`src/sram_test_pkg.sv`:
```
package sram_test_pkg;

  // word and address widths
  localparam int data_bits = 16;
  localparam int addr_max  = 20;

  typedef logic [data_bits-1:0] sram_data_t;
  typedef logic [addr_max-1:0]  sram_addr_t;

  // pattern written during one full write/read pass
  typedef enum logic [2:0] {
    zeros     = 3'd0,
    ones      = 3'd1,
    checker_a = 3'd2,
    checker_b = 3'd3,
    addr_echo = 3'd4
  } pattern_kind_e;

  localparam pattern_kind_e pattern_last = addr_echo;

  typedef enum logic [2:0] {
    start       = 3'd0,
    write_issue = 3'd1,
    write_wait  = 3'd2,
    read_issue  = 3'd3,
    read_wait   = 3'd4,
    check       = 3'd5,
    done        = 3'd6,
    halt        = 3'd7
  } tester_state_e;

  typedef enum logic [2:0] {
    idle          = 3'd0,
    write_drive   = 3'd1,
    write_release = 3'd2,
    read_drive    = 3'd3,
    read_sample   = 3'd4
  } ctrl_state_e;

  // tester to controller
  typedef struct packed {
    logic       write;
    sram_addr_t addr;
    sram_data_t data;
  } sram_req_t;

  // controller to tester, pulses plus read word
  typedef struct packed {
    logic       write_done;
    logic       read_valid;
    sram_data_t read_data;
  } sram_rsp_t;

  // active low SRAM controls, data bus kept apart as inout
  typedef struct packed {
    sram_addr_t addr;
    logic       ce_n;
    logic       oe_n;
    logic       we_n;
  } sram_pins_t;

  typedef struct packed {
    sram_addr_t addr;
    sram_data_t expected;
    sram_data_t read_data;
  } check_info_t;

endpackage

```
`src/sram_pattern_generator.sv`:
```
`timescale 1ns/1ns

module sram_pattern_generator (
  input  logic                          clk,
  input  logic                          reset,
  input  logic                          restart,
  input  logic                          next_pattern,
  input  sram_test_pkg::sram_addr_t     addr,
  output sram_test_pkg::pattern_kind_e  kind,
  output logic                          is_last,
  output sram_test_pkg::sram_data_t     data
);
  import sram_test_pkg::*;

  // alternating bits, bit 0 clear
  localparam sram_data_t checker_word = {(data_bits / 2){2'b10}};

  assign is_last = (kind == pattern_last);

  always_ff @(posedge clk) begin
    if (reset) begin
      kind <= zeros;
    end else if (restart) begin
      kind <= zeros;
    end else if (next_pattern && !is_last) begin
      kind <= pattern_kind_e'(kind + 3'd1);
    end
  end

  // word for the current kind, addr only matters for addr_echo
  always_comb begin
    case (kind)
      zeros: begin
        data = '0;
      end
      ones: begin
        data = '1;
      end
      checker_a: begin
        data = checker_word;
      end
      checker_b: begin
        data = ~checker_word;
      end
      addr_echo: begin
        data = addr[data_bits-1:0];
      end
      default: begin
        data = '0;
      end
    endcase
  end

endmodule

```
`config.mk`:
```
export PLATFORM = sky130hd
export DESIGN_NAME = sram_pattern_generator
export DESIGN_NICKNAME = d
export VERILOG_FILES = /design/src/sram_test_pkg.sv /design/src/sram_pattern_generator.sv
export SDC_FILE = /design/constraint.sdc
export NUM_CORES = 1
export LEC_CHECK = 0
export ABC_AREA = 1
export BUFFER_PORTS_ARGS = -buffer_cell sky130_fd_sc_hd__buf_2
export CORE_AREA = 2 2 39 41
export CTS_CLUSTER_DIAMETER = 60
export CTS_CLUSTER_SIZE = 40
export DETAILED_ROUTE_END_ITERATION = 7
export DIE_AREA = 0 0 41 43
export MAX_ROUTING_LAYER = met4
export PLACE_DENSITY_LB_ADDON = 0.2
export SYNTH_ARGS = -nofsm -noshare
export SYNTH_HDL_FRONTEND = slang
export SYNTH_SLANG_ARGS = --single-unit
```
`constraint.sdc`:
```
create_clock -name clk -period 1.4 [get_ports clk]
set_input_delay 0 -clock clk [delete_from_list [all_inputs] [get_ports clk]]
set_output_delay 0 -clock clk [all_outputs]
set_load 0.005 [all_outputs]
```
==> metrics.md <==
| Metric | Value |
|---|---|
| Largest regs | `kind (3)` |
| Initial drt markers | `4` |
| Worst-skew pair later-pin latency | `230 ps` |
| Least-Margin Pin Slew | `221.1 ps` |
| WP data arrival | `approximately 1300 ps` |
| Fin Setup TNS | `0 ps` |
| Number of global-route vias before repair | `between 300 and 400` |
| Initial Util | `0.2839` |
| Reg2Reg Depth | `8` |
| CP startpoint kind | `register` |
| Vias after detailed routing | `~530` |
| FF+latch count, synth | `3` |
| H-tree levels | `1` |
| Final Instance Area | `~710 um2` |
| N_diodes | `0` |
| Synth cell types | `14` |
| Pwr Density | `577.1 nW/um2` |
| Switching Share | `0.3186` |
| Inst Count DP | `about 120` |
| Worst Path Max Fanout | `8` |
| Switching power | `0.1300 mW` |
| Avg WL per Cell | `8.273 um` |
| Worst VDD drop | `0.0002969 V` |
| Clock sinks | `3` |
| Post-DR vias/cell | `a little over 4` |
| Largest register by flop count | `kind` |
| Setup ws final | `between 60 and 70 ps` |
| Worst hold path type | `in2reg` |
| Post-Route Utilization | `0.5109` |
| Hold path startpoint | `reset` |
| Most common cell in the netlist | `nand2_1` |
| Status | `finished, final reports clean` |
| Initial antenna violation count | `0` |
| Max Cap Viol | `0` |
| CTS Root Cell | `clkbuf_4` |
| Post-route minimum period | `between 1000 and 1500 ps` |
| # hold bufs at CTS | `0` |
| Syn. warnings | `0` |
| Post-synth EDFFs | `0` |
| Max reg flops | `3` |
| Core Area | `around 1400 um2` |
| Mapped Avg Cell Area | `6.139 um2` |
| Post-DP Area | `slightly below 600 um2` |
| DP Wirelength | `783.2 um` |
| Top cells by area, synth | `nand2_1 31%, ha_1 16%, dfxtp_1 15%` |
| Hold Path Depth | `4` |
| Clk pin slew, worst setup/hold paths | `40 ps` |
| GP Congestion | `roughly 0.65` |
| Leading area contributor after synthesis | `nand2_1` |
| Mapped Area | `392.9 um2` |
| # DRC | `0` |
| Sequential Power Share | `0.231` |
| GRT overflow | `0` |
| Hold Fails Final Rpt | `0` |
| P&R area growth vs syn | `79.94%` |
| Sequential cell area fraction in the yosys report | `0.1529` |
| DIE AREA | `1763 um2` |
| Synth Instances | `64` |
| Clock power frac | `0.384` |
| CTS buffer count | `3` |
| I/O Buffers | `39` |
| First-pass GRT wire length | `between 1000 and 1500 um` |
| Commonest cells post-synth | `32 x nand2_1, 5 x ha_1, 5 x inv_1, 5 x nor2_1` |
| Ys async rst share | `0` |
| I/O pin cnt | `between 40 and 50` |
| Nets | `between 100 and 150` |
| Ys flop type | `dfxtp_1` |
| Final slew viol count | `0` |
| CP endpoint kind | `output pin` |
| Peak Freq | `around 0.75 GHz` |
| Critical R2R Launch | `kind[0]` |
| Layout cells sized above 1 | `0.5536` |
| P_int | `about 0.28 mW` |
| CTS tree | `done` |
| Rows | `14` |
| Largest net degree at the start of global routing | `18` |
| GRT Overall Usage | `0.1182` |
| Final period util | `0.9529` |
| Drt first pass iters | `2` |
| Die Y | `roughly 43 um` |
| Synthesized Nets | `93` |
| DP Worst Slack | `about 150 ps` |
| Skew final | `around 0.46 ps` |
| Post-Route WL | `approximately 1100 um` |
| WP data required | `1400 ps` |
| Worst Setup SP | `kind[1]` |
| Rel. slew slack | `0.8521` |
| Gate power share | `0.385` |
| P_leak | `between 0.4 and 0.5 nW` |
| Width of the die | `a little over 40 um` |
| Final ANT Viol Nets | `0` |
| WS Path Type | `reg2out` |
| Unrepaired setup endpoints after global routing | `true` |
| Final Setup Violations | `0` |
| Top-area cell type share of the netlist area | `0.3057` |
| Non-filler cells, final | `between 100 and 150` |
| Max clock buf depth | `2` |
==> final cells by class <==
cell class,instances,area (um2)
Timing Repair Buffer,45,240.2
Multi-Input combinational cell,53,319.1
Inverter,7,33.78
Sequential cell,3,67.56
Tap cell,16,20.02
Fill cell,164,676.9
Clock buffer,4,26.28
==> cells by family after synthesis <==
logic type / share of synthesized area
buffers and inverters: 0.1306
AOI/OAI and AO/OA: 0.08919
adders and majority gates: 0.1592
DFF: 0.1529
and+or+nand+nor: 0.4682
==> stage by stage <==
step	hold WS [ps]	total power, mW
2_1_floorplan	85.16	0.1687
3_3_place_gp	251.1	0.2401
3_5_place_dp	253.5	0.2412
5_1_grt	26.48	0.4513
4_1_cts	21.62	0.4111
6_report	27.30	0.4080
==> repair_timing <==
action / in CTS / in global routing
buffers inserted: 0 / 5
endpoints found under the setup margin: 16 / 16
pin swaps: 2 / 4
resized for setup: 4 / 8
==> power by group through the flow <==
stage / registers, mW / clock network (mW) / logic (mW)
2_1_floorplan: 0.0964 / 0 / 0.0724
3_3_place_gp: 0.0955 / 0 / 0.145
3_5_place_dp: 0.0958 / 0 / 0.145
4_1_cts: 0.0950 / 0.167 / 0.149
5_1_grt: 0.0950 / 0.177 / 0.179
6_report: 0.0943 / 0.157 / 0.157
==> worst paths after layout <==
check	endpoint	slack, ps
max	data[7]	70
min	kind[1]	30
max reg2reg	kind[0]	130
min reg2reg	kind[0]	550
==> cells in the final DEF (no fill, tap or decap), types with 2 or more instances in the layout <==
cell type	count
buf_2	39
nand2_1	32
buf_4	6
inv_1	5
nor2_1	5
nand2_2	3
nand3_1	3
clkbuf_4	3
a21oi_1	2
ha_4	2
ha_2	2
dfxtp_4	2
==> critical path, cell delays in order (launching register included) <==
cell and delay (ps):
dfxtp_4 370, inv_1 70, ha_2 210, o21ai_4 240, nand2_1 90, buf_2 130
==> routing by layer <==
| layer | vias up | share of wire | GRT usage |
|---|---|---|---|
| li1 | 289 | - | - |
| met1 | 224 | 0.38 | 0.1186 |
| met2 | 19 | 0.54 | 0.1969 |
| met3 | 0 | 0.075 | 0.01571 |
| met4 | 0 | 0 | 0.08000 |
| met5 | - | 0 | - |
No activity file was read; power rests on OpenSTA's default activity.
